[config.mk]
export PLATFORM = sky130hd
export DESIGN_NAME = sample_packer
export DESIGN_NICKNAME = d
export VERILOG_FILES = /design/src/common/capture_pkg.sv /design/src/source/sample_packer.sv
export SDC_FILE = /design/constraint.sdc
export NUM_CORES = 1
export LEC_CHECK = 0
export BUFFER_PORTS_ARGS = -buffer_cell sky130_fd_sc_hd__clkbuf_2
export CORE_MARGIN = 2
export CORE_UTILIZATION = 37
export CTS_CLUSTER_SIZE = 24
export DETAILED_ROUTE_END_ITERATION = 16
export PLACE_DENSITY = 0.67
export RECOVER_POWER = 25
export SLEW_MARGIN = 20
export SYNTH_ARGS = -nofsm -noshare
export SYNTH_HDL_FRONTEND = slang
export SYNTH_SLANG_ARGS = --single-unit
[constraint.sdc]
create_clock -name adc_sampleclk -period 2 [get_ports adc_sampleclk]
set_input_delay 0.3 -clock adc_sampleclk [delete_from_list [all_inputs] [get_ports adc_sampleclk]]
set_output_delay 0.3 -clock adc_sampleclk [all_outputs]
set_load 0.005 [all_outputs]
[src/common/capture_pkg.sv]
package capture_pkg;

    typedef logic [11:0] sample_t;     // one adc sample
    typedef logic [35:0] word_t;       // three samples, oldest in [35:24]
    typedef logic [7:0]  byte_t;       // readout byte
    typedef logic [31:0] count_t;      // sample limit and counter
    typedef logic [14:0] presample_t;  // presample window depth
    typedef logic [12:0] downsample_t; // keep every (n+1)-th sample

    // [2] presample error, [1] downsample config error, [0] overflow
    typedef logic [2:0]  error_t;

    typedef enum logic [2:0] {
        st_idle,
        st_presamp_filling,
        st_presamp_full,
        st_triggered,
        st_done
    } capture_state_e;

    localparam int SAMPLES_PER_WORD = 3;

endpackage

[src/source/sample_packer.sv]
`timescale 1ns/1ps

module sample_packer (
    input  logic                 adc_sampleclk,
    input  logic                 fifo_rst,
    input  logic                 flush_i,
    input  logic                 sample_valid_i,
    input  capture_pkg::sample_t sample_i,
    output logic                 word_wr_o,
    output capture_pkg::word_t   word_o,
    output logic                 idle_o
);

    logic [1:0] slot; // samples held in the partial word

    assign idle_o = (slot == 2'd0);

    // oldest sample ends up in the top bits
    always_ff @(posedge adc_sampleclk) begin
        if (sample_valid_i)
            word_o <= {word_o[23:0], sample_i};
    end

    always_ff @(posedge adc_sampleclk) begin
        if (fifo_rst || flush_i) begin
            slot      <= 2'd0;
            word_wr_o <= 1'b0;
        end else begin
            word_wr_o <= 1'b0;
            if (sample_valid_i) begin
                if (slot == 2'(capture_pkg::SAMPLES_PER_WORD - 1)) begin
                    slot      <= 2'd0;
                    word_wr_o <= 1'b1; // word complete next cycle
                end else begin
                    slot <= slot + 2'd1;
                end
            end
        end
    end

endmodule

==> After elaboration in Yosys (flattened, before gate mapping) <==
Index checks and enable logic that the tools add are counted.
{ "word_totals": {"register_bits": 39, "in_bits": 16, "elab_cells": 11, "output_inout_bits": 38} }
{ "op_classes": {"bitwise": 1, "mux": 2, "n_eq_ne": 1, "n_reduce_logical": 3, "addsub": 1} }
{ "op_table": {"columns": ["cell", "n"], "rows": [
  ["adder 2 x 1 -> 2 bit (second input constant)", 1],
  ["== test 2 bit (second input constant)", 1],
  ["logical NOT 2 bit", 1],
  ["two-way mux 2 bit", 1],
  ["OR reduction 2 bit", 1],
  ["logical OR 1 bit", 1],
  ["two-way mux 1 bit", 1],
  ["inverter 1 bit", 1]
]} }

==> Longest topological paths before layout <==
{ "logic_depth": {"ltp_word": 2, "depth_mapped": 2, "mapped_depth_nobuf": 2} }

==> Worst setup path after synthesis <==
OpenSTA, ideal clock, no wires.
{ "synth_timing": {"path_kind": "register to register", "startpoint": "reg slot[1]", "endpoint": "reg slot[0]", "synth_period_minus_slack_ns": 0.926, "n_path_buf": 0, "setup_ns": 0.079, "setup_slack_ns": 1.074, "stages_incl_launch_ff": 3, "arrival_ns": 0.846, "required_time_ns": 1.921, "cell_sequence": "dfxtp_1 -> or3b_1 -> a211oi_2"} }
{ "synth_via": {"elab_chain_cells": 2} }
{ "synth_rtl": {"columns": ["item", "line_no", "rtl"], "rows": [
  ["start, declared", "sample_packer.sv:14", "logic [1:0] slot;"],
  ["start signal, assigned", "sample_packer.sv:35", "slot <= slot + 2'd1;"],
  ["== test 2 bit", "sample_packer.sv:31", "if (slot == 2'(capture_pkg::SAMPLES_PER_WORD - 1)) begin"],
  ["two-way mux 2 bit", "sample_packer.sv:31", null]
]} }
Every way passes these cells.
A chain may end at the register's enable or synchronous reset.

==> Worst setup path after layout <==
{ "layout_timing": {"startpoint": "in sample_valid_i", "endpoint": "reg word_o[28], enable pin"} }
{ "layout_rtl": {"columns": ["item", "line_no", "rtl"], "rows": [
  ["start, declared", "sample_packer.sv:7", "input logic sample_valid_i,"],
  ["end signal, assigned", "sample_packer.sv:21", "word_o <= {word_o[23:0], sample_i};"],
  ["end, declared", "sample_packer.sv:10", "output capture_pkg::word_t word_o,"]
]} }
No word-level cell between the ends.

==> key figures <==
Run status
  • Outcome: complete, no violations

Yosys
  • Post-synth EDFFs: 36
  • Seq cells post-synth: 39
  • Cell Area, Synth: 1204 um^2
  • Ys flop type: edfxtp_1
  • Synth top cells by count: 36 x edfxtp_1, 3 x dfxtp_1, 2 x nand2b_1
  • Net count after synthesis: 64
  • Dominant cell type by area after synthesis: edfxtp_1
  • Post-synth cell types: 10
  • Synthesized area per cell: 25.08 um^2
  • Async SR Flop Fraction: 0%
  • Count leader, synth: edfxtp_1
  • Synth top area share: 89.81%
  • Syn Inst Count: 48
  • Top cells by area, synth: edfxtp_1 90%, dfxtp_1 5.0%, a211oi_2 1.0%
  • Seq/Total Area, Yosys: 94.80%
  • Yosys warning count: 0

Global routing
  • First-pass GRT wire length: 2.649 mm
  • GRT overflow: 0
  • Initial antenna violation count: 0
  • Vias in the first global route: 606
  • Pin count of the biggest net entering global routing: 25
  • Total GRT Usage: 10.65%

Clock tree
  • CTS root buf: clkbuf_4
  • Sinks on the clock net: 39
  • CTS resizes: 0
  • Hold buffer count at cts: 0
  • H-Tree Depth: 2
  • TritonCTS Buffers: 5
  • Clk buf depth: 2
  • Setup Buffers After CTS: 0
  • Clock Latency Late Sink: 0.33 ns
  • CTS tree: done
  • Clock slew at reported path FFs: 0.10 ns

Routing
  • DR DRC count: 0
  • Wire per inst: 11.92 um
  • Initial drt markers: 3
  • Via count: 639
  • DRT antenna net count: 0
  • Final wirelength: 1.836 mm
  • Drt first pass iters: 2
  • Vias/cell: 4.149

Finish
  • Finished Layout Cells: 154
  • Layout cells sized above 1: 54.55%
  • Final Net Count: 125
  • Core Util, Final: 51.63%
  • Syn-to-layout area delta: 32.02%
  • Area of the multi-input gates: 62.56 um^2
  • Antenna Cells: 0
  • Seq. cell area: 1141 um^2
  • Fillcell total: 275

Worst setup path
  • Critical path fanouts, max: 24
  • Crit path cell chain: clkbuf_1 > buf_4
  • Worst path bufs/invs: 2
  • Worst path arrival time: 1.31 ns
  • Cells on worst reg2reg path: 2
  • Critical Path RT: 2.01 ns
  • Slowest stage cell, crit path: clkbuf_1
  • Critical path launch point type: primary input
  • WS Path Type: in -> reg
  • Top cell family by delay on the critical path: buffers and inverters
  • Crit Reg-Reg Startpoint: slot[1]
  • Slowest stage delay, CP: 0.58 ns
  • Critical Path Sink Type: flop
  • Worst R2R End: slot[0]
  • R2R Setup Slk: 1.02 ns

Power and ir drop
  • Worst vdd ir: 0.5399 mV
  • PwrDens: 917.0 nW/um^2
  • Leakage power: 0.6429 nW

Timing
  • Slew headroom: 47.77%
  • RSZ-0062 raised after global routing: no
  • TNS Setup: 0 ns
  • Minimum clock period after layout: 1.300 ns
  • Final worst slack: 0.7000 ns
  • Setup Viol. Count Final: 0
  • Clk_skew: 0.007256 ns
  • Slew @ Worst Pin: 0.7835 ns
  • Post-route clock period utilization: 65.00%
  • Pins Over Slew Limit: 0
  • Min Hold Slack: 0.1363 ns
  • Final hold vios: 0
  • Peak Freq: 769.2 MHz

Placement
  • HPWL Detailed: 1.366 mm
  • GPL Wtd Cong: 0.6692
  • Setup WS pre-CTS: 0.6591 ns
  • Placed insts: 146
  • Input/output buffers: 53

Floorplan
  • Die Ht: 61.04 um
  • Die area: 3725 um^2
  • # rows: 20
  • Ports: 54
  • Initial core utilization: 39.11%
  • Placeable Area: 3078 um^2
  • Die W: 61.04 um

Worst hold path
  • Hold endpoint: word_o[10]
  • HP Start: sample_i[10]
  • Type of the worst min-delay path: in -> reg
  • Worst Hold Depth: 1

Run
  • Max-cap violations: 0
## placed cells by master, fill, tap and decap left out
| master | instances |
|---|---|
| nor4_1 | 1 |
| or3b_1 | 1 |
| edfxtp_1 | 36 |
| nand3b_1 | 1 |
| a211oi_2 | 1 |
| buf_4 | 1 |
| clkbuf_4 | 5 |
| a211oi_1 | 1 |
| clkbuf_8 | 1 |
| nand2b_1 | 2 |
| dfxtp_1 | 3 |
| clkbuf_1 | 3 |
| clkinv_2 | 1 |
| nor2_1 | 1 |
| nand2_1 | 1 |
| clkbuf_2 | 51 |
## worst register-to-register path, delay by kind of cell, from the launching register on
family,cells,cell delay [ns]
compound gates,1,0.17
flops,1,0.35
simple gates,1,0.39
## cell type report
cell class | count | area share, %
clock buffers | 7 | 3.465
clock inverters | 1 | 0.3150
multi-input cells | 9 | 3.937
flip-flops and latches | 39 | 71.81
well taps | 44 | 3.465
repair buffers | 54 | 17.01
## power breakdown
| part | switching [mW] | leakage (nW) | internal (mW) |
|---|---|---|---|
| combinational | 0.0450 | 0.231 | 0.0450 |
| sequential | 0.0219 | 0.377 | 0.952 |
| clock | 0.222 | 0.0353 | 0.170 |
## kinds of logic (layout without fill, tap and decap cells)
family	count (synthesis)	after routing	synth area share [%]
buffers and inverters	0	62	0
AND/OR/NAND/NOR	7	7	3.534
flip-flops	39	39	94.80
AO/OA/AOI/OAI	2	2	1.663
## metal layers
layer | part of all wire [%] | GRT usage, % | vias up
met1 | 39 | 12.14 | 286
met3 | 9.3 | 5.042 | 6
met5 | 0 | 0 | -
met4 | 2.0 | 6.522 | 0
met2 | 49 | 16.26 | 34
li1 | - | - | 313
## state kept, by name, summed over array words and instances (netlist names)
name,cells
word_wr_o,1
slot,2
word_o,36
## stage by stage
step | power [mW] | area [um^2]
after CTS | 1.483 | 1592
after global placement | 1.083 | 1531
after detailed placement | 1.088 | 1531
after floorplan | 1.002 | 1204
after global routing | 1.527 | 1589
final | 1.457 | 1589
## worst max-delay path by stage
stage / from / to / slack, ns / cells past startpoint
after detailed placement: sample_valid_i / word_o[1] / 0.66 / 2
after global routing: sample_valid_i / word_o[35] / 0.57 / 2
after global placement: sample_valid_i / word_o[11] / 0.69 / 2
final: sample_valid_i / word_o[28] / 0.70 / 2
after floorplan: slot[1] / slot[0] / 1.07 / 2
after CTS: slot[1] / idle_o / 0.78 / 2
(Power assumes the default switching activity.)
