File: src/common/capture_pkg.sv
package capture_pkg;

    typedef logic [11:0] sample_t;     // one adc sample
    typedef logic [35:0] word_t;       // three samples, oldest in [35:24]
    typedef logic [7:0]  byte_t;       // readout byte
    typedef logic [31:0] count_t;      // sample limit and counter
    typedef logic [14:0] presample_t;  // presample window depth
    typedef logic [12:0] downsample_t; // keep every (n+1)-th sample

    // [2] presample error, [1] downsample config error, [0] overflow
    typedef logic [2:0]  error_t;

    typedef enum logic [2:0] {
        st_idle,
        st_presamp_filling,
        st_presamp_full,
        st_triggered,
        st_done
    } capture_state_e;

    localparam int SAMPLES_PER_WORD = 3;

endpackage

File: src/capture_ctrl/presample_buffer.sv
`timescale 1ns/1ps

module presample_buffer #(
    parameter int PRESAMPLE_DEPTH = 64
) (
    input  logic                 adc_sampleclk,
    input  logic                 fifo_rst,
    input  logic                 flush_i,
    input  logic                 sample_wr_i,
    input  capture_pkg::sample_t sample_i,
    input  logic                 drop_oldest_i,
    input  logic                 drain_en_i,
    input  logic                 store_full_i,
    output logic                 sample_valid_o,
    output capture_pkg::sample_t sample_o,
    output logic                 empty_o,
    output logic                 overflow_o
);

    localparam int AW = $clog2(PRESAMPLE_DEPTH);

    capture_pkg::sample_t mem [PRESAMPLE_DEPTH];
    logic [AW-1:0]        wr_ptr;
    logic [AW-1:0]        rd_ptr;
    logic [AW:0]          count;
    logic                 full;
    logic                 spill;
    logic                 spill_start;
    logic                 pop;
    logic                 push;

    assign full    = (count == (AW+1)'(PRESAMPLE_DEPTH));
    assign empty_o = (count == '0);

    // once the buffer is full behind a full store it spills onward, whole words
    // are then lost in the store and the capture can still finish
    assign spill_start    = sample_wr_i & full & drain_en_i & store_full_i & ~spill;
    assign sample_valid_o = drain_en_i & ~empty_o & (~store_full_i | spill | spill_start);
    assign sample_o       = mem[rd_ptr];

    assign pop  = sample_valid_o | (drop_oldest_i & ~empty_o);
    assign push = sample_wr_i & (~full | pop);

    always_ff @(posedge adc_sampleclk) begin
        if (push)
            mem[wr_ptr] <= sample_i;
    end

    always_ff @(posedge adc_sampleclk) begin
        if (fifo_rst || flush_i) begin
            wr_ptr     <= '0;
            rd_ptr     <= '0;
            count      <= '0;
            spill      <= 1'b0;
            overflow_o <= 1'b0;
        end else begin
            if (push)
                wr_ptr <= (wr_ptr == AW'(PRESAMPLE_DEPTH - 1)) ? '0 : wr_ptr + 1'b1;
            if (pop)
                rd_ptr <= (rd_ptr == AW'(PRESAMPLE_DEPTH - 1)) ? '0 : rd_ptr + 1'b1;
            if (push && !pop)
                count <= count + 1'b1;
            else if (pop && !push)
                count <= count - 1'b1;
            if (spill_start)
                spill <= 1'b1;
            if ((sample_wr_i && !push) || spill_start)
                overflow_o <= 1'b1; // sticky until next arm
        end
    end

endmodule

File: config.mk
export PLATFORM = sky130hd
export DESIGN_NAME = presample_buffer
export DESIGN_NICKNAME = d
export VERILOG_FILES = /design/src/common/capture_pkg.sv /design/src/capture_ctrl/presample_buffer.sv
export SDC_FILE = /design/constraint.sdc
export NUM_CORES = 1
export LEC_CHECK = 0
export ABC_AREA = 1
export BUFFER_PORTS_ARGS = -buffer_cell sky130_fd_sc_hd__buf_2
export CAP_MARGIN = 20
export CORE_ASPECT_RATIO = 0.7
export CORE_MARGIN = 2
export CORE_UTILIZATION = 33
export CTS_CLUSTER_DIAMETER = 100
export DETAILED_ROUTE_END_ITERATION = 8
export GPL_TIMING_DRIVEN = 1
export PLACE_DENSITY_LB_ADDON = 0.15
export REMOVE_ABC_BUFFERS = 1
export SLEW_MARGIN = 30
export SYNTH_ARGS = -nofsm -noshare
export SYNTH_HDL_FRONTEND = slang
export SYNTH_SLANG_ARGS = --single-unit
File: constraint.sdc
create_clock -name adc_sampleclk -period 3.1 [get_ports adc_sampleclk]
set_input_delay 0.155 -clock adc_sampleclk [delete_from_list [all_inputs] [get_ports adc_sampleclk]]
set_output_delay 0.155 -clock adc_sampleclk [all_outputs]
set_load 0.02 [all_outputs]
; ---- After elaboration in Yosys (flattened, before gate mapping)
; Memory sizes are Yosys's and may differ from the RTL's. A register that Yosys moved wholly into a read port is not among the register bits.
; Index checks and enable logic that the tools add are counted.
[word_totals]
reg_bits = 21
ramBits = 768
out_inout_bits = 15
word_cells = 46
mem_count = 1
[memory_table]
columns = memory, depth, width, read_ports, rd_ports_with_merged_regs, wr, line_no
row1 = mem, 64, 12, 1, 1, 1, presample_buffer.sv:22  ; capture_pkg::sample_t mem [PRESAMPLE_DEPTH];
[op_classes]
n_addsub = 4
n_eq_ne = 3
muxes = 8
bitwise = 16
reduce_logical = 9
[ops]
columns = cell, count
row1 = $mux 6, 4
row2 = $mux 7, 2
row3 = $add 6x1->6 const B, 2
row4 = $eq 6x6->1 const B, 2
row5 = $and 1x1->1, 8
row6 = $add 7x1->7 const B, 1
row7 = $eq 7x7->1 const B, 1
row8 = $logic_not 7->1, 1
row9 = $sub 7x1->7 const B, 1
row10 = $not 1->1, 4
row11 = $or 1x1->1, 4
row12 = $logic_and 1x1->1, 3
row13 = $logic_not 1->1, 2
row14 = $logic_or 1x1->1, 2
row15 = $mux 1, 2
row16 = $reduce_bool 2->1, 1

; ---- Depth between registers and ports, before layout
[logic_depth]
depth_word = 14
mapped_depth = 20
depth_no_buf = 20

; ---- Worst setup path before layout
; No wires, ideal clock.
[synth_timing]
kind = register to register
startpoint = register count[0]
endpoint = register count[3]
arrival_ns = 2.604
required_ns = 2.985
setup_slack_ns = 0.380
path_stages_with_launch = 17
n_path_buf = 0
synth_period_minus_slack_ns = 2.720
path_cell_list = dfxtp_1 nor2_1 nand3_1 nor2_2 nor2_1 nand2_2 nand3_4 nand2_4 inv_8 ha_1 inv_1 ha_1 a21o_1 a31oi_1 xnor2_1 o21ai_0 inv_1
[synth_via]
elab_cells_between_ends = 24
classes_between = add/sub: 2 / eq/ne: 1 / mux: 2 / bitwise: 13 / reduce/logical: 6
[synth_lines]
columns = item, line_no
row1 = "start, declared", presample_buffer.sv:25  ; logic [AW:0] count;
row2 = "start signal, assigned", presample_buffer.sv:62  ; count <= count + 1'b1;
row3 = "start signal, assigned", presample_buffer.sv:64  ; count <= count - 1'b1;
row4 = $logic_not 7->1 (*), presample_buffer.sv:33  ; assign empty_o = (count == '0);
row5 = named net empty_o, presample_buffer.sv:16  ; output logic empty_o,
row6 = $not 1->1 (*), "presample_buffer.sv:38, presample_buffer.sv:41"
row7 = $and 1x1->1 (2 in a row), presample_buffer.sv:38  ; assign sample_valid_o = drain_en_i & ~empty_o & (~store_full_i | spill | spill_start);
row8 = $or 1x1->1 (*), presample_buffer.sv:41  ; assign pop = sample_valid_o | (drop_oldest_i & ~empty_o);
row9 = $or 1x1->1 (*), presample_buffer.sv:42  ; assign push = sample_wr_i & (~full | pop);
row10 = $and 1x1->1 (*), presample_buffer.sv:42
row11 = named net push, presample_buffer.sv:30  ; logic push;
row12 = $logic_not 1->1, presample_buffer.sv:63  ; else if (pop && !push)
row13 = $logic_and 1x1->1, presample_buffer.sv:63
row14 = $reduce_bool 2->1 (no source line), --
; Mark *: on every way through the listed nets, which the timed path passes. The rest lies on a longest branch. The select of a mux whose other input is x is not followed.
; A chain may end at the register's enable or synchronous reset.

==> out/metrics.cfg <==
[status]
status = complete, no violations

[clock_network]
clock_latency_ns = 0.67
clkTransAtPathRegs_ns = 0.07
cts_htree_levels = 3
cts_sinks = 795
clock_path_buffers = 3
cts-root-buf = clkbuf_16
cts_tree = yes
cts-buffers-inserted = 81

[final_layout]
area_growth_pct = 17.5
layout_commonest_cell = nand2_1
drive_above_1_share_pct = 11.9
nets = 2994
fin_area_mm2 = 0.0384
final_cell_mix = nand2_1 (1006), edfxtp_1 (768), nand3_1 (650)
n_antenna_cell = 0
nFillCells = 9444

[floorplanning]
core-area_mm2 = 0.0980
die-area_mm2 = 0.101
start_util_pct = 33.3
io_pins = 34
die_h_um = 267
die_w_um = 380
rows = 96

[drt]
viasPerCell = 5.03
wl_met3_mm = 7.12
wl_met2_mm = 42.4
ant_nets = 0
num_vias = 21800
wl_mm = 99.0
drc_errors = 0
wire_per_inst_um = 22.8
top_layer = met4
first_pass_iters = 5
wirelength_met1_mm = 47.3
drt_iter0_markers = 2197

[pwr]
leakagePower_uw = 0.0138
power_density_mw_per_mm2 = 766
ir_drop_uv = 422

[sta]
hold_viol_final = 0
slew_headroom_pct = 34.9
grt_setup_unrepaired = yes
slew_violations = 0
final.min_clock_period_ns = 3.02
worstMarginPinSlew_ns = 0.977
setup_viol = 0
fin_skew_ns = 0.0298
timing.fmax_ghz = 0.331
fin_setup_tns_ns = 0
fin_ws_ns = 0.0758
post-route-period-util_pct = 97.6

[hold_path]
min_path_cells = 5
min_path_type = in -> reg

[placed_design]
pre_cts_slack_ns = 0.139
placed_cell_area_mm2 = 0.0351
dpl.hpwl_mm = 55.7
port_buffers = 33
place_congestion = 0.838

[yosys]
ys_seq_elements = 795
avgSynthCellArea_um2 = 11.4
ys.flop_type = edfxtp_1
synth_edf_count = 768
netlist.area_leader.share_pct = 70.7
synthesis.area_mm2 = 0.0326
synth_cell_types = 34
ys_seq_area_share_pct = 72.3
async_reset_ff_share_pct = 0
yosys.area.top_type = edfxtp_1
yosys-top-cells-area = edfxtp_1 (71%), nand2_1 (12%), nand3_1 (10%)
syn-instance-count = 2858
ys_warn_count = 0

[critical_path]
end_kind = primary output
startpoint_type = register
arrival_ns = 2.87
critPathBufInv = 5
path_cells = buf_12, buf_4, buf_4, inv_8, nand2_1, nand3_1, nand3_1, nand2_1, nand2_1, nand3_1, nand3_2, nand2_2, buf_2
worst-path-stages = 13
critical-path-slowest-cell = dfxtp_4
critPathMaxStageDelay_ns = 0.35
cp.required_ns = 2.94
critPathMaxFanout = 11
cp_top_family = simple AND/OR/NAND/NOR gates
rr_worst_depth = 14
worstSetupPathType = reg -> out

[grt]
antenna_found_initial = 3
grt_pass1_vias = 20600
gr-usage-all-layers_pct = 19.0
grt_overflow = 0
grt_max_degree = 97
grt_first_pass_wirelength_mm = 142

[job]
cap_viol_max_count = 0

==> layer usage <==
layer / vias to the layer above / GRT usage (%)
li1: 10200 / -
met1: 10800 / 28.7
met2: 692 / 27.9
met3: 119 / 3.81
met4: 0 / 5.04
met5: - / 0
==> state kept, by name, summed over array words and instances, names as in the netlist, named ones only <==
register    cells
overflow_o      1
count           7
spill           1
mem           768
rd_ptr          6
wr_ptr          6
==> where the power goes <==
part | leakage (µW) | internal, µW | total (µW) | switching [µW]
Clock | 0.00132 | 5940 | 10200 | 4220
Combinational | 0.00533 | 2310 | 7260 | 4950
Sequential | 0.00713 | 11900 | 12000 | 90.1
Total | 0.0138 | 20100 | 29400 | 9260
==> Yosys cell counts, drive strengths merged, types with 2 or more instances <==
library cell  number
nand3b             2
nand4              4
inv               41
clkinv             2
xor2               6
ha                 8
clkbuf            52
a21oi             27
dfxtp             27
buf              118
xnor2              2
nor2              87
o21ai              9
nand3            665
edfxtp           768
nor3               5
nand2           1028
==> cell families (layout without fill, tap and decap cells) <==
| family | after synthesis | in the layout | synth area share, % |
|---|---|---|---|
| AOI/OAI and AO/OA | 41 | 41 | 0.671 |
| xor gates and xnor gates | 8 | 8 | 0.215 |
| adders and majority gates | 9 | 9 | 0.368 |
| buffers and inverters | 213 | 377 | 2.92 |
| DFF | 795 | 795 | 72.3 |
| and+or+nand+nor | 1792 | 1792 | 23.5 |
==> layout make-up <==
type / count / area (µm²) / area share (%)
flip-flops and latches: 795 / 23600 / 61.6
multi-input cells: 1850 / 8210 / 21.4
clock buffers: 96 / 2100 / 5.49
repair buffers: 193 / 1940 / 5.06
well taps: 1323 / 1660 / 4.32
clock inverters: 43 / 593 / 1.55
inverters: 43 / 214 / 0.558
repair inverters: 2 / 20.0 / 0.0522
==> timing repair <==
action	4_1_cts	5_1_grt
hold buffers	10	0
pin swaps	0	2
cloned	4	4
hold endpoints to repair	25	0
buffers inserted	3	4
endpoints found under the setup margin	12	16
gates resized for setup	24	32
==> per-stage QoR <==
step / utilization (%) / std cells / total power (µW) / hold WS (ns)
global route: 39.1 / 4345 / 30700 / 0.0235
global placement: 35.7 / 4180 / 18800 / 0.449
floorplan: - / 2688 / 16300 / 0.254
finish: 39.1 / 4345 / 29400 / 0.0192
CTS: 38.9 / 4337 / 29400 / 0.00976
detailed placement: 35.8 / 4181 / 18900 / 0.459
==> tightest hold or removal path: cells and delay by family <==
family                 cells  cell delay, ns
buffers and inverters      1            0.11
AOI/OAI and AO/OA          2            0.17
and+or+nand+nor            2            0.19
==> path summary, 6_finish.rpt <==
| path | from | end | slack, ns |
|---|---|---|---|
| setup / recovery | register | sample_o[2] | 0.08 |
| hold / removal | drop_oldest_i | rd_ptr[4]$_SDFFE_PP0N_ | 0.02 |
| setup reg to reg | count[0]$_SDFFE_PP0P_ | count[3]$_SDFFE_PP0P_ | 0.32 |
| hold reg to reg | spill$_SDFFE_PP0P_ | spill$_SDFFE_PP0P_ | 0.48 |
(Power assumes the default switching activity.)
