[src/common/capture_pkg.sv]
package capture_pkg;

    typedef logic [11:0] sample_t;     // one adc sample
    typedef logic [35:0] word_t;       // three samples, oldest in [35:24]
    typedef logic [7:0]  byte_t;       // readout byte
    typedef logic [31:0] count_t;      // sample limit and counter
    typedef logic [14:0] presample_t;  // presample window depth
    typedef logic [12:0] downsample_t; // keep every (n+1)-th sample

    // [2] presample error, [1] downsample config error, [0] overflow
    typedef logic [2:0]  error_t;

    typedef enum logic [2:0] {
        st_idle,
        st_presamp_filling,
        st_presamp_full,
        st_triggered,
        st_done
    } capture_state_e;

    localparam int SAMPLES_PER_WORD = 3;

endpackage

[src/readout/byte_serializer.sv]
`timescale 1ns/1ps

module byte_serializer (
    input  logic               adc_sampleclk,
    input  logic               fifo_rst,
    input  logic               flush_i,
    input  logic               low_res_i,
    input  logic               capture_done_i,
    input  logic               word_valid_i,
    input  capture_pkg::word_t word_i,
    output logic               word_rd_o,
    input  logic               read_en_i,
    output capture_pkg::byte_t read_data_o,
    output logic               empty_o
);

    logic [3:0]         idx;   // byte position within word pair or word
    logic [3:0]         nib_r; // low nibble of the first word of a pair
    logic               pending;
    logic               last_of_word;
    logic               pad;
    logic               consume;
    capture_pkg::byte_t byte_mux;

    // odd word count at the end, fifth byte closes with a zero nibble
    assign pad = ~low_res_i & (idx == 4'd4) & ~word_valid_i & capture_done_i;

    assign pending      = word_valid_i | pad;
    assign empty_o      = ~pending;
    assign consume      = read_en_i & pending;
    assign last_of_word = low_res_i ? (idx == 4'd2) : ((idx == 4'd3) || (idx == 4'd8));
    assign word_rd_o    = consume & word_valid_i & last_of_word;

    always_comb begin
        byte_mux = '0;
        if (low_res_i) begin
            case (idx)
                4'd0:    byte_mux = word_i[35:28];
                4'd1:    byte_mux = word_i[23:16];
                4'd2:    byte_mux = word_i[11:4];
                default: byte_mux = '0;
            endcase
        end else begin
            case (idx)
                4'd0:    byte_mux = word_i[35:28];
                4'd1:    byte_mux = word_i[27:20];
                4'd2:    byte_mux = word_i[19:12];
                4'd3:    byte_mux = word_i[11:4];
                4'd4:    byte_mux = {nib_r, pad ? 4'h0 : word_i[35:32]};
                4'd5:    byte_mux = word_i[31:24];
                4'd6:    byte_mux = word_i[23:16];
                4'd7:    byte_mux = word_i[15:8];
                4'd8:    byte_mux = word_i[7:0];
                default: byte_mux = '0;
            endcase
        end
    end

    always_ff @(posedge adc_sampleclk) begin
        if (consume && !low_res_i && idx == 4'd3)
            nib_r <= word_i[3:0];
    end

    always_ff @(posedge adc_sampleclk) begin
        if (fifo_rst) begin
            idx         <= 4'd0;
            read_data_o <= '0;
        end else if (flush_i) begin
            idx <= 4'd0;
        end else if (consume) begin
            read_data_o <= byte_mux;
            if ((low_res_i && idx == 4'd2) || idx == 4'd8 || pad)
                idx <= 4'd0;
            else
                idx <= idx + 4'd1;
        end
    end

endmodule

[config.mk]
export PLATFORM = sky130hd
export DESIGN_NAME = byte_serializer
export DESIGN_NICKNAME = d
export VERILOG_FILES = /design/src/common/capture_pkg.sv /design/src/readout/byte_serializer.sv
export SDC_FILE = /design/constraint.sdc
export NUM_CORES = 1
export LEC_CHECK = 0
export ABC_AREA = 0
export BUFFER_PORTS_ARGS = -buffer_cell sky130_fd_sc_hd__buf_2
export CAP_MARGIN = 15
export CORE_MARGIN = 3
export CORE_UTILIZATION = 45
export CTS_CLUSTER_SIZE = 24
export DETAILED_ROUTE_END_ITERATION = 6
export PLACE_DENSITY = 0.76
export SYNTH_ARGS = -nofsm -noshare
export SYNTH_HDL_FRONTEND = slang
export SYNTH_SLANG_ARGS = --single-unit
[constraint.sdc]
create_clock -name adc_sampleclk -period 2.23 [get_ports adc_sampleclk]
set_clock_uncertainty 0.2 [all_clocks]
set_input_delay 0.446 -clock adc_sampleclk [delete_from_list [all_inputs] [get_ports adc_sampleclk]]
set_output_delay 0.446 -clock adc_sampleclk [all_outputs]
set_load 0.05 [all_outputs]
# After elaboration in Yosys (flattened, before gate mapping)

Index checks and enable logic that the tools add are counted.
W data, S select, Z words.

Register bits after elaboration: 16
Word-level logic and storage cells: 39
Input port bits: 43
Output and inout bits: 10

Multiplexer cells: 6
$add $sub $neg: 1
Bitwise gates (word level): 11
Eq/ne operators: 8
Reductions and logical operators: 10

Operator list:

| kind                  | number |
|---|---|
| $pmux W8 S9           | 1 |
| $pmux W8 S3           | 1 |
| $eq A4 B3 Y1 const B  | 4 |
| $eq A4 B2 Y1 const B  | 2 |
| $mux W4               | 2 |
| $mux W8               | 1 |
| $and A1 B1 Y1         | 6 |
| $add A4 B1 Y4 const B | 1 |
| $eq A4 B1 Y1 const B  | 1 |
| $eq A4 B4 Y1 const B  | 1 |
| $logic_not A4 Y1      | 1 |
| $not A1 Y1            | 4 |
| $logic_and A1 B1 Y1   | 3 |
| $logic_or A1 B1 Y1    | 3 |
| $reduce_and A2 Y1     | 1 |
| $reduce_or A2 Y1      | 1 |
| $logic_not A1 Y1      | 1 |
| $mux W1               | 1 |
| $or A1 B1 Y1          | 1 |

# Depth between registers and ports, before layout

Gate-level depths: netlist of run 1.

Word-level depth: 8
Depth in mapped cells: 8
Gate-level depth less buffers: 6

# Worst setup path after synthesis of run 1

OpenSTA, ideal clock, no wires.

Path kind: register to output
Start point: register idx[0]
End point: output port word_rd_o
Buffers on the path: 2
Path slack: -1.323 ns
Arrival time: 2.907 ns
Stages on the path, launching flop included: 9
Cell sequence: dfxtp_1 inv_1 ha_1 clkbuf_1 clkbuf_1 nand2_1 a21oi_1 a31oi_1 nor4_1

Longest elaborated chain between the ends: 8
Elaborated cells on any way between the ends: 13
Those cells by class: eq/ne: 4; mux: 1; bitwise: 7; reduce/logical: 1

RTL lines:

| item                       | RTL line              | source |
|---|---|---|
| start: declaration         | byte_serializer.sv:17 | `logic [3:0] idx;` |
| start signal: assignment   | byte_serializer.sv:75 | `idx <= idx + 4'd1;` |
| $eq A4 B3 Y1               | byte_serializer.sv:26 | `assign pad = ~low_res_i & (idx == 4'd4) & ~word_valid_i & capture_done_i;` |
| $and A1 B1 Y1 (3 in a row) | byte_serializer.sv:26 |  |
| $or A1 B1 Y1               | byte_serializer.sv:28 | `assign pending = word_valid_i \| pad;` |
| $and A1 B1 Y1              | byte_serializer.sv:30 | `assign consume = read_en_i & pending;` |
| $and A1 B1 Y1              | byte_serializer.sv:32 | `assign word_rd_o = consume & word_valid_i & last_of_word;` |
| $and A1 B1 Y1 (*)          | byte_serializer.sv:32 |  |
| end: declaration           | byte_serializer.sv:11 | `output logic word_rd_o,` |

Every way passes the cells marked *; elsewhere a longest branch is shown, timed or not.

# Worst setup path after layout of run 1

Start point: register idx[0]
End point: register idx[0]

Longest elaborated chain between the ends: 6
Elaborated cells on any way between the ends: 13
Those cells by class: add/sub: 1; eq/ne: 3; mux: 1; bitwise: 5; reduce/logical: 3

RTL lines:

| item                                               | RTL line |
|---|---|
| $eq A4 B3 Y1                                       | byte_serializer.sv:26 |
| $and A1 B1 Y1 (3 in a row)                         | byte_serializer.sv:26 |
| $or A1 B1 Y1 or $logic_or A1 B1 Y1 (tied branches) | byte_serializer.sv:28, byte_serializer.sv:72 |
| $and A1 B1 Y1 or $mux W4 (tied branches)           | byte_serializer.sv:30, byte_serializer.sv:72 |

Parallel ways exist; a longest one is shown, timed or not.
A chain may end at the register's enable or synchronous reset.

==> summary.md, run 1 <==
| Metric | Value |
|---|---|
| Fraction of registers with async set/reset | `0%` |
| Status | `finished with violations` |
| Sequential power share | `41.5%` |
| WHS | `135 ps` |
| Dpl hpwl | `3.80 mm` |
| Part of the cycle the worst path needs | `100%` |
| Via count | `1966` |
| Worst setup path category | `flip-flop to flip-flop` |
| Area leader, netlist | `dfxtp_1` |
| Initial DRT Pass Iterations | `6` |
| Cts hold-fix bufs | `0` |
| Sink Count | `16` |
| I/O Pins | `53` |
| Seq. cell area | `368 um^2` |
| Row count | `20` |
| Area Growth Syn to Fin | `41.5%` |
| Setup slack at placement | `-16.7 ps` |
| Pleak | `0.000857 uW` |
| Clk pwr share | `28.1%` |
| Number of setup violations in the final report | `1` |
| Die W | `64.0 um` |
| Top post-synthesis cells by area | `dfxtp_1, edfxtp_1, a22oi_1, a222oi_1, mux2i_1` |
| Vias in the first global route | `1826` |
| WP buf/inv | `3` |
| Dpl cells | `288` |
| Synth Instances | `187` |
| Cell Area, Synth | `0.00152 mm^2` |
| Comb power frac | `30.3%` |
| Later-pin clock latency in the skew report | `300 ps` |
| Flop2flop setup slack | `-8 ps` |
| Root Buffer | `clkbuf_4` |
| Worst-path clk slew | `110 ps` |
| Clock Path Buffers | `2` |
| WP depth | `8` |
| Critical Path End Type | `flip-flop` |
| Design area | `0.00214 mm^2` |
| CTS buffer count | `3` |
| Worst Setup SP | `idx[0]` |
| Worst EP arrival | `2240 ps` |
| Placed instance area | `0.00196 mm^2` |
| Period minus WS final | `2240 ps` |
| Crit path max-delay cell type | `dfxtp_4` |
| Largest stage delay, worst path | `380 ps` |
| Cell family with most CP delay | `simple AND/OR/NAND/NOR gates` |
| RSZ-0062 raised after global routing | `true` |
| Avg Cell Area, Syn | `8.10 um^2` |
| DIE HEIGHT | `64.0 um` |
| Switching share of power | `33.0%` |
| PortBufs | `52` |
| Least-Margin Pin Slew | `489 ps` |
| First-pass GRT wire length | `8.69 mm` |
| Max-slew headroom | `67.4%` |
| Min-Delay Path Class | `input pin to flip-flop` |
| Slew Limit Fails | `0` |
| CORE AREA | `0.00313 mm^2` |
| Multi-input logic area | `0.00115 mm^2` |
| MaxCap Viol Count | `0` |
| EDFF count, synth | `4` |
| WL/cell | `18.2 um` |
| Initial Util | `48.4%` |
| Most used cell, CP | `buf_4` |
| Critical Path Fanout Max | `6` |
| Gp weighted congestion | `0.926` |
| Distinct cells, synth | `49` |
| Post-Route WL | `5.44 mm` |
| Synthesis Warnings | `0` |
| Antenna-violating nets left | `0` |
| GRT Residual Overflow | `0` |
| Initial antenna violation count | `0` |
| TNS Setup | `-7.87 ps` |
| Worst setup SP type | `flip-flop` |
| CP cell instances | `inv_2 -> ha_4 -> and4bb_1 -> a21oi_2 -> buf_4 -> buf_4 -> or3_1 -> a2111oi_2` |
| Largest net degree at the start of global routing | `26` |
| Share of post-route cells with drive strength above 1 | `41.2%` |
| Share of the synthesized area in the top cell type | `15.9%` |
| Drt drc | `0` |
| Final nets | `303` |
| Max VDD drop | `206 uV` |
| FF-to-FF path depth | `8` |
| DRT iter0 DRCs | `319` |
| DIE AREA | `0.00410 mm^2` |
| Fmax | `0.447 GHz` |
| N_diodes | `0` |
| Post-Layout Cell Count | `299` |
| Post-synthesis sequential area ratio | `23.8%` |
| Sw power | `245 uW` |
| Worst setup path end | `idx[0]` |
| Global router's overall resource usage | `26.9%` |
| Post-synth top flop | `dfxtp_1` |
| FILL cells | `256` |
| Failing checks | `negative setup slack` |
| Seq cells post-synth | `16` |
| H-tree depth | `1` |
| Crit path required time | `2230 ps` |
| Reg2reg start | `idx[0]` |
| Syn Nets | `234` |
| Pwr Density | `346 mW/mm^2` |
| Hold Fails Final Rpt | `0` |
| RR Endpoint | `idx[0]` |
| Pint | `497 uW` |
| CTS tree | `done` |
| Via density per instance | `6.58` |
| Final WS setup | `-7.87 ps` |
## sequential cells by signal, summed over array words and instances (netlist names)
register,count
read_data_o,8
idx,4
nib_r,4
## cell families (layout without fill, tap and decap cells)
| family | count (synthesis) | after routing | share of synthesized area [%] |
|---|---|---|---|
| multiplexers | 7 | 7 | 4.62 |
| AND/OR/NAND/NOR | 55 | 55 | 21.2 |
| flip-flops | 16 | 16 | 23.8 |
| AO/OA/AOI/OAI | 78 | 78 | 40.0 |
| adder cells (fa/ha/maj) | 4 | 4 | 3.30 |
| buffers and inverters | 27 | 95 | 7.10 |
## metal layers
| layer | GRT usage (%) | share of wire, % |
|---|---|---|
| met3 | 3.87 | 11 |
| met4 | 14.8 | 3.6 |
| met1 | 36.1 | 42 |
| met2 | 40.9 | 43 |
| met5 | 0 | 0 |
## cell usage after synthesis, types with 5 or more instances
| cell type | number |
|---|---|
| o21ai_1 | 5 |
| a211oi_1 | 5 |
| a22oi_1 | 14 |
| nand2b_1 | 7 |
| a21oi_1 | 7 |
| dfxtp_1 | 12 |
| nor2_1 | 8 |
| nand3_1 | 6 |
| clkbuf_1 | 12 |
| buf_2 | 5 |
| a222oi_1 | 10 |
| nand2_1 | 9 |
| inv_1 | 9 |
| mux2i_1 | 7 |
## per-stage QoR
step | utilization [%] | total power (uW)
2_1_floorplan | - | 428
3_3_place_gp | 62.7 | 520
3_5_place_dp | 62.7 | 521
4_1_cts | 66.9 | 732
5_1_grt | 68.6 | 777
6_report | 68.6 | 741
## worst reg2reg max path: stages, from the launching register on
cell       delay (ps)
dfxtp_4           380
inv_2             100
ha_4              170
and4bb_1          240
a21oi_2            70
buf_4             140
buf_4             160
or3_1             330
a2111oi_2         350
## power groups by stage
stage | Sequential [uW] | Clock [uW] | Combinational (uW)
2_1_floorplan | 340 | 0 | 87.6
3_3_place_gp | 316 | 0 | 204
3_5_place_dp | 317 | 0 | 204
4_1_cts | 309 | 208 | 215
5_1_grt | 309 | 227 | 242
6_report | 308 | 208 | 225
## area by class of cell
class	instances	area share, %
multi-input combinational	144	53.8
timing repair buffer	81	23.0
sequential	16	17.2
tap	44	2.57
inverter	10	1.75
clock buffer	4	1.69
## worst min-delay path by stage
| stage | endpoint | startpoint | cells after the start |
|---|---|---|---|
| detailed placement | read_data_o[4] | read_data_o[4] | 2 |
| finish | nib_r[0] | word_i[0] | 1 |
| global placement | read_data_o[4] | read_data_o[4] | 2 |
| floorplan | idx[1] | idx[1] | 2 |
| CTS | nib_r[0] | word_i[0] | 1 |
| global route | nib_r[3] | word_i[3] | 1 |
## repair_timing
item	in CTS	in global routing
setup endpoints to repair	3	12
endpoints found under the hold margin	0	0
pin swaps	1	2
gates resized for setup	11	12
buffers inserted	7	0
## placed cells by master, fill, tap and decap left out, drive strengths merged, types with 5 or more instances in the layout
cell | netlist | layout
buf | 5 | 81
mux2i | 7 | 7
a222oi | 10 | 10
a22oi | 14 | 14
nand2 | 9 | 9
nand2b | 7 | 7
nand3 | 6 | 6
o21ai | 8 | 8
a211oi | 5 | 5
a21oi | 7 | 7
nor2 | 8 | 8
inv | 10 | 10
dfxtp | 12 | 12
Note: power is estimated with default switching activity, not from simulation.
==> run 2, diff against run 1 <==
Settings changed: PLACE_DENSITY 0.76 to 0.73, TNS_END_PERCENT from default to 5.
Clock period 2.23 ns to 2.7 ns, I/O delays scaled along.
==> run 2 against run 1 <==
  * The flow now finishes without violations
  * Routed wire length down 12%
  * Sequential power down 17%
  * First-iteration DRC count fell by 34%
  * Largest power group unchanged
  * Highest routed layer unchanged
==> summary.md, run 2 (synthesis gave the netlist of run 1 again) <==
| Metric | Value |
|---|---|
| Status | `finished clean` |
| Worst setup SP type | `flip-flop` |
| Number of setup violations in the final report | `0 (-1)` |
| First-pass GRT wire length | `7.68 mm (-12%)` |
| H-tree depth | `1 (unchanged)` |
| Least-Margin Pin Slew | `532 ps (+42.8 ps)` |
| CORE AREA | `0.00313 mm^2 (unchanged)` |
| Comb power frac | `28.1% (-2.2 points)` |
| Pwr Density | `313 mW/mm^2 (-9.5%)` |
| WL/cell | `17.1 um (-5.9%)` |
| Global router's overall resource usage | `23.6% (-3.3 points)` |
| Dpl hpwl | `3.64 mm (-4.2%)` |
| Sink Count | `16 (unchanged)` |
| DRT iter0 DRCs | `209 (-34%)` |
| GRT Residual Overflow | `0 (unchanged)` |
| Leading cell type in the layout, fill and taps excluded | `buf_2` |
| Worst EP arrival | `1820 ps (-420 ps)` |
| CTS tree | `done` |
| Initial antenna violation count | `0 (unchanged)` |
| Slew Limit Fails | `0 (unchanged)` |
| Clock Path Buffers | `2 (unchanged)` |
| Crit path max-delay cell type | `dfxtp_1` |
| # resized after CTS | `0 (-11)` |
| Worst Setup SP | `idx[0]` |
| Pwr Total | `593 uW (-20%)` |
| Critical Path End Type | `output port` |
| Final nets | `285 (-5.9%)` |
| Reg2reg start | `idx[0]` |
| Min-Delay Path Class | `input pin to flip-flop` |
| Final core occ | `60.6% (-8.0 points)` |
| Post-Route WL | `4.81 mm (-12%)` |
| DIE HEIGHT | `64.0 um (unchanged)` |
| CTS buffer count | `3 (unchanged)` |
| Antenna-violating nets left | `0 (unchanged)` |
| Die W | `64.0 um (unchanged)` |
| Max VDD drop | `192 uV (-6.9%)` |
| Fmax | `0.391 GHz` |
| Critical Path Fanout Max | `6 (unchanged)` |
| Biggest register | `read_data_o` |
| N_diodes | `0 (unchanged)` |
| Root Buffer | `clkbuf_4` |
| Via density per instance | `6.61 (+0.51%)` |
| Initial DRT Pass Iterations | `6 (unchanged)` |
| MaxCap Viol Count | `0 (unchanged)` |
| Pleak | `0.000742 uW (-13%)` |
| WHS | `210 ps (+75.4 ps)` |
| CP cell instances | `inv_1 -> ha_1 -> and4bb_1 -> a21oi_1 -> buf_2` |
| Later-pin clock latency in the skew report | `310 ps (about the same)` |
| Clk pwr share | `28.9% (+0.8 points)` |
| RSZ-0062 raised after global routing | `false` |
| DIE AREA | `0.00410 mm^2 (unchanged)` |
| Area Growth Syn to Fin | `25.0%` |
| Worst setup path category | `flip-flop to output port` |
| TNS Setup | `0 ps (+7.87 ps)` |
| Sw power | `194 uW (-21%)` |
| Part of the cycle the worst path needs | `94.8%` |
| Row count | `20 (unchanged)` |
| Commonest non-fill, non-tap cells in the layout | `buf_2, a22oi_1, dfxtp_1, buf_4, a222oi_1` |
| Hold Fails Final Rpt | `0 (unchanged)` |
| Worst Hold Launch | `word_i[0]` |
| Via count | `1857 (-5.5%)` |
| Period minus WS final | `2560 ps` |
| Gp weighted congestion | `0.899 (-2.9%)` |
| Flop2flop setup slack | `330 ps (+340 ps)` |
| Biggest regs | `read_data_o: 8 flops, idx: 4 flops, nib_r: 4 flops` |
| Max-slew headroom | `63.6% (-3.8 points)` |
| PortBufs | `52 (unchanged)` |
| Worst-path clk slew | `120 ps (about the same)` |
| Vias in the first global route | `1544 (-15%)` |
| Share of post-route cells with drive strength above 1 | `29.5% (-12 points)` |
| Max reg flops | `8 (unchanged)` |
| I/O Pins | `53 (unchanged)` |
| Cts hold-fix bufs | `0 (unchanged)` |
| Largest net degree at the start of global routing | `28 (+7.7%)` |
| FILL cells | `312 (+22%)` |
| Crit path required time | `1960 ps (-270 ps)` |
| Setup Buffers After CTS | `0 (-7)` |
| Switching share of power | `32.8% (-0.25 points)` |
| Initial Util | `48.4% (unchanged)` |
| Largest stage delay, worst path | `460 ps (+80 ps)` |
| Drt drc | `0 (unchanged)` |
| Pint | `399 uW (-20%)` |
| Sequential power share | `43.0% (+1.5 points)` |
==> run 2: changes by cell type in the layout (fill, tap and decap cells not counted), moves of 2 or more <==
cell	change
a21oi_2	-2
a211oi_1	+2
buf_2	+2
inv_2	-2
ha_4	-2
a2111oi_0	+2
a211oi_2	-2
dfxtp_4	-2
a21oi_1	+2
ha_2	-2
ha_1	+4
inv_1	+2
buf_4	-18
dfxtp_1	+2
==> run 2: layout make-up <==
| type | instances | area [um^2] | share of cell area (%) |
|---|---|---|---|
| multi-input combinational | 144 | 1060 | 56.1 |
| sequential | 16 | 360 | 19.0 |
| timing repair buffer | 63 | 343 | 18.1 |
| tap | 44 | 55.1 | 2.91 |
| inverter | 10 | 37.5 | 1.98 |
| clock buffer | 4 | 36.3 | 1.92 |
==> run 2: metrics by stage <==
stage	worst slack (ps)	std cells	cell area, um^2
after floorplan	9.23	187	1530
after global placement	375	277	1860
after detailed placement	349	277	1860
after CTS	154	281	1890
after global routing	41.6	281	1890
final	141	281	1890
==> run 2: final timing paths <==
kind / endpoint / cells past startpoint
max: empty_o / 5
min: nib_r[0] / 1
max reg2reg: idx[1] / 7
min reg2reg: read_data_o[4] / 2
==> run 2: power by group through the flow <==
| stage | Clock (uW) | Sequential, uW | Combinational (uW) |
|---|---|---|---|
| 2_1_floorplan | 0 | 281 | 71.1 |
| 3_3_place_gp | 0 | 260 | 163 |
| 3_5_place_dp | 0 | 261 | 163 |
| 4_1_cts | 174 | 255 | 163 |
| 5_1_grt | 186 | 256 | 180 |
| 6_report | 171 | 255 | 167 |
==> run 2: per-layer routing <==
layer / track usage [%] / part of all wire, %
met1: 35.3 / 44
met2: 34.5 / 43
met3: 4.75 / 13
met4: 4.85 / 0.79
met5: 0 / 0
==> run 2: worst max-delay path: cells and delay by family (launching register included) <==
family / cells / cell delay [ps]
AO/OA/AOI/OAI: 1 / 200
buffers and inverters: 2 / 400
adder cells (fa/ha/maj): 1 / 240
flip-flops: 1 / 460
AND/OR/NAND/NOR: 1 / 230
==> run 3, diff against run 2 <==
Settings changed: BUFFER_PORTS_ARGS -buffer_cell sky130_fd_sc_hd__buf_2 to -buffer_cell sky130_fd_sc_hd__buf_4.
==> run 3 against run 2 <==
  * Sequential power is essentially flat
  * Routed wire length rose by 7.5%
  * Clock power is 15% lower
  * Hold slack improved by 0.86 ps
  * Critical path depth rose by 1
  * Via count grew 1.2%
  * Die area did not move
==> summary.md, run 3 (synthesis gave the netlist of run 1 again) <==
| Metric | Value |
|---|---|
| Status | `finished clean` |
| Worst Hold Launch | `word_i[0]` |
| N_diodes | `0 (unchanged)` |
| Met3 wire len | `702 um (+15%)` |
| Worst Setup SP | `idx[1]` |
| Sink Count | `16 (unchanged)` |
| Biggest register | `read_data_o` |
| Seq. cell area | `360 um^2 (unchanged)` |
| Min-Delay Path Class | `input pin to flip-flop` |
| Area Growth Syn to Fin | `34.4%` |
| Initial DRT Pass Iterations | `7 (+1)` |
| Least-Margin Pin Slew | `551 ps (+18.7 ps)` |
| Critical Path Fanout Max | `12 (+6)` |
| WL/cell | `18.3 um (+6.7%)` |
| Final nets | `287 (+0.70%)` |
| Vias in the first global route | `1628 (+5.4%)` |
| Hold Fails Final Rpt | `0 (unchanged)` |
| Later-pin clock latency in the skew report | `300 ps (about the same)` |
| Clock Path Buffers | `2 (unchanged)` |
| DIE HEIGHT | `64.0 um (unchanged)` |
| Dpl hpwl | `3.94 mm (+8.5%)` |
| Slew Limit Fails | `0 (unchanged)` |
| Pleak | `0.000784 uW (+5.7%)` |
| Global router's overall resource usage | `23.8% (+0.26 points)` |
| Via count | `1880 (+1.2%)` |
| Row count | `20 (unchanged)` |
| PortBufs | `52 (unchanged)` |
| Post-Route M1 WL | `2.00 mm (-5.1%)` |
| Max reg flops | `8 (unchanged)` |
| Pwr Density | `291 mW/mm^2 (-7.1%)` |
| DRT iter0 DRCs | `310 (+48%)` |
| MaxCap Viol Count | `0 (unchanged)` |
| Root Buffer | `clkbuf_4` |
| Setup Buffers After CTS | `0 (unchanged)` |
| Period minus WS final | `2610 ps (+47.9 ps)` |
| Max VDD drop | `149 uV (-22%)` |
| CTS tree | `done` |
| Critical Path End Type | `output port` |
| Initial antenna violation count | `0 (unchanged)` |
| RSZ-0062 raised after global routing | `false` |
| CTS buffer count | `3 (unchanged)` |
| Fmax | `0.384 GHz (-1.8%)` |
| Biggest regs | `read_data_o: 8 flops, idx: 4 flops, nib_r: 4 flops` |
| Top sig layer | `met4` |
| Max-slew headroom | `63.3% (-0.33 points)` |
| Worst-path clk slew | `110 ps (about the same)` |
| Antenna-violating nets left | `0 (unchanged)` |
| Share of post-route cells with drive strength above 1 | `30.1% (+0.59 points)` |
| Die W | `64.0 um (unchanged)` |
| Initial Util | `48.4% (unchanged)` |
| Crit path required time | `1960 ps (about the same)` |
| Worst setup path category | `flip-flop to output port` |
| I/O Pins | `53 (unchanged)` |
| Gp weighted congestion | `0.889 (-1.1%)` |
| Routed met2 length | `2.39 mm (+16%)` |
| Leading cell type in the layout, fill and taps excluded | `buf_4` |
| Largest net degree at the start of global routing | `24 (-14%)` |
| Drt drc | `0 (unchanged)` |
| Commonest non-fill, non-tap cells in the layout | `buf_4, a22oi_1, dfxtp_1, a222oi_1` |
| DIE AREA | `0.00410 mm^2 (unchanged)` |
| Number of setup violations in the final report | `0 (unchanged)` |
| Reg2reg start | `idx[1]` |
| H-tree depth | `1 (unchanged)` |
| Worst setup SP type | `flip-flop` |
| FILL cells | `283 (-9.3%)` |
| Via density per instance | `6.64 (+0.52%)` |
| Part of the cycle the worst path needs | `96.6% (+1.8 points)` |
| Post-Route WL | `5.17 mm (+7.5%)` |
| GRT Residual Overflow | `0 (unchanged)` |
| First-pass GRT wire length | `7.75 mm (+0.90%)` |
| TNS Setup | `0 ps (unchanged)` |
| Multi-input logic area | `0.00106 mm^2 (+0.24%)` |
| Worst EP arrival | `1870 ps (+50 ps)` |
| Final core occ | `65.1% (+4.5 points)` |
| CORE AREA | `0.00313 mm^2 (unchanged)` |
-- run 3: layer usage --
layer	vias up	track usage (%)
li1	865	-
met1	856	32.7
met2	148	39.4
met3	11	3.16
met4	0	5.39
met5	-	0
-- run 3: final timing paths --
kind	slack (ps)	to	cells past startpoint
min	210	nib_r[0]	1
min reg2reg	300	read_data_o[7]	2
max	90	word_rd_o	6
max reg2reg	300	read_data_o[1]	7
-- run 3: area by class of cell --
class                   instances  area share (%)
multi-input cells             144            52.3
clock inverters                 1           0.184
flip-flops and latches         16            17.7
well taps                      44            2.70
repair buffers                 65            24.2
inverters                      10            1.84
clock buffers                   3            1.11
-- run 3: metrics by stage --
step           std cells  instance area, um^2  setup slack (ps)  hold slack, ps  power, uW
5_1_grt              283                 2040              7.54             208        617
2_1_floorplan        187                 1530              9.23             320        352
3_5_place_dp         279                 2000               361             291        448
3_3_place_gp         279                 2000               421             286        443
4_1_cts              283                 2030              16.0             221        585
6_report             283                 2040              92.7             211        592
-- run 3: what timing repair did --
action / 4_1_cts / 5_1_grt
hold buffers: 0 / 0
endpoints found under the setup margin: 0 / 1
gates resized for setup: 0 / 2
-- run 3: critical path, stage by stage (launching register included) --
cell and delay, ps:
dfxtp_1 380, inv_1 110, ha_2 270, buf_4 210
a31oi_1 130, nor4_4 280, buf_6 190
-- run 3: power by group --
group	leakage (uW)	total, uW	switching (uW)	internal [uW]
registers	0.000134	255	3.69	252
clock network	0.0000154	145	90.9	54.0
logic	0.000635	192	105	87.0
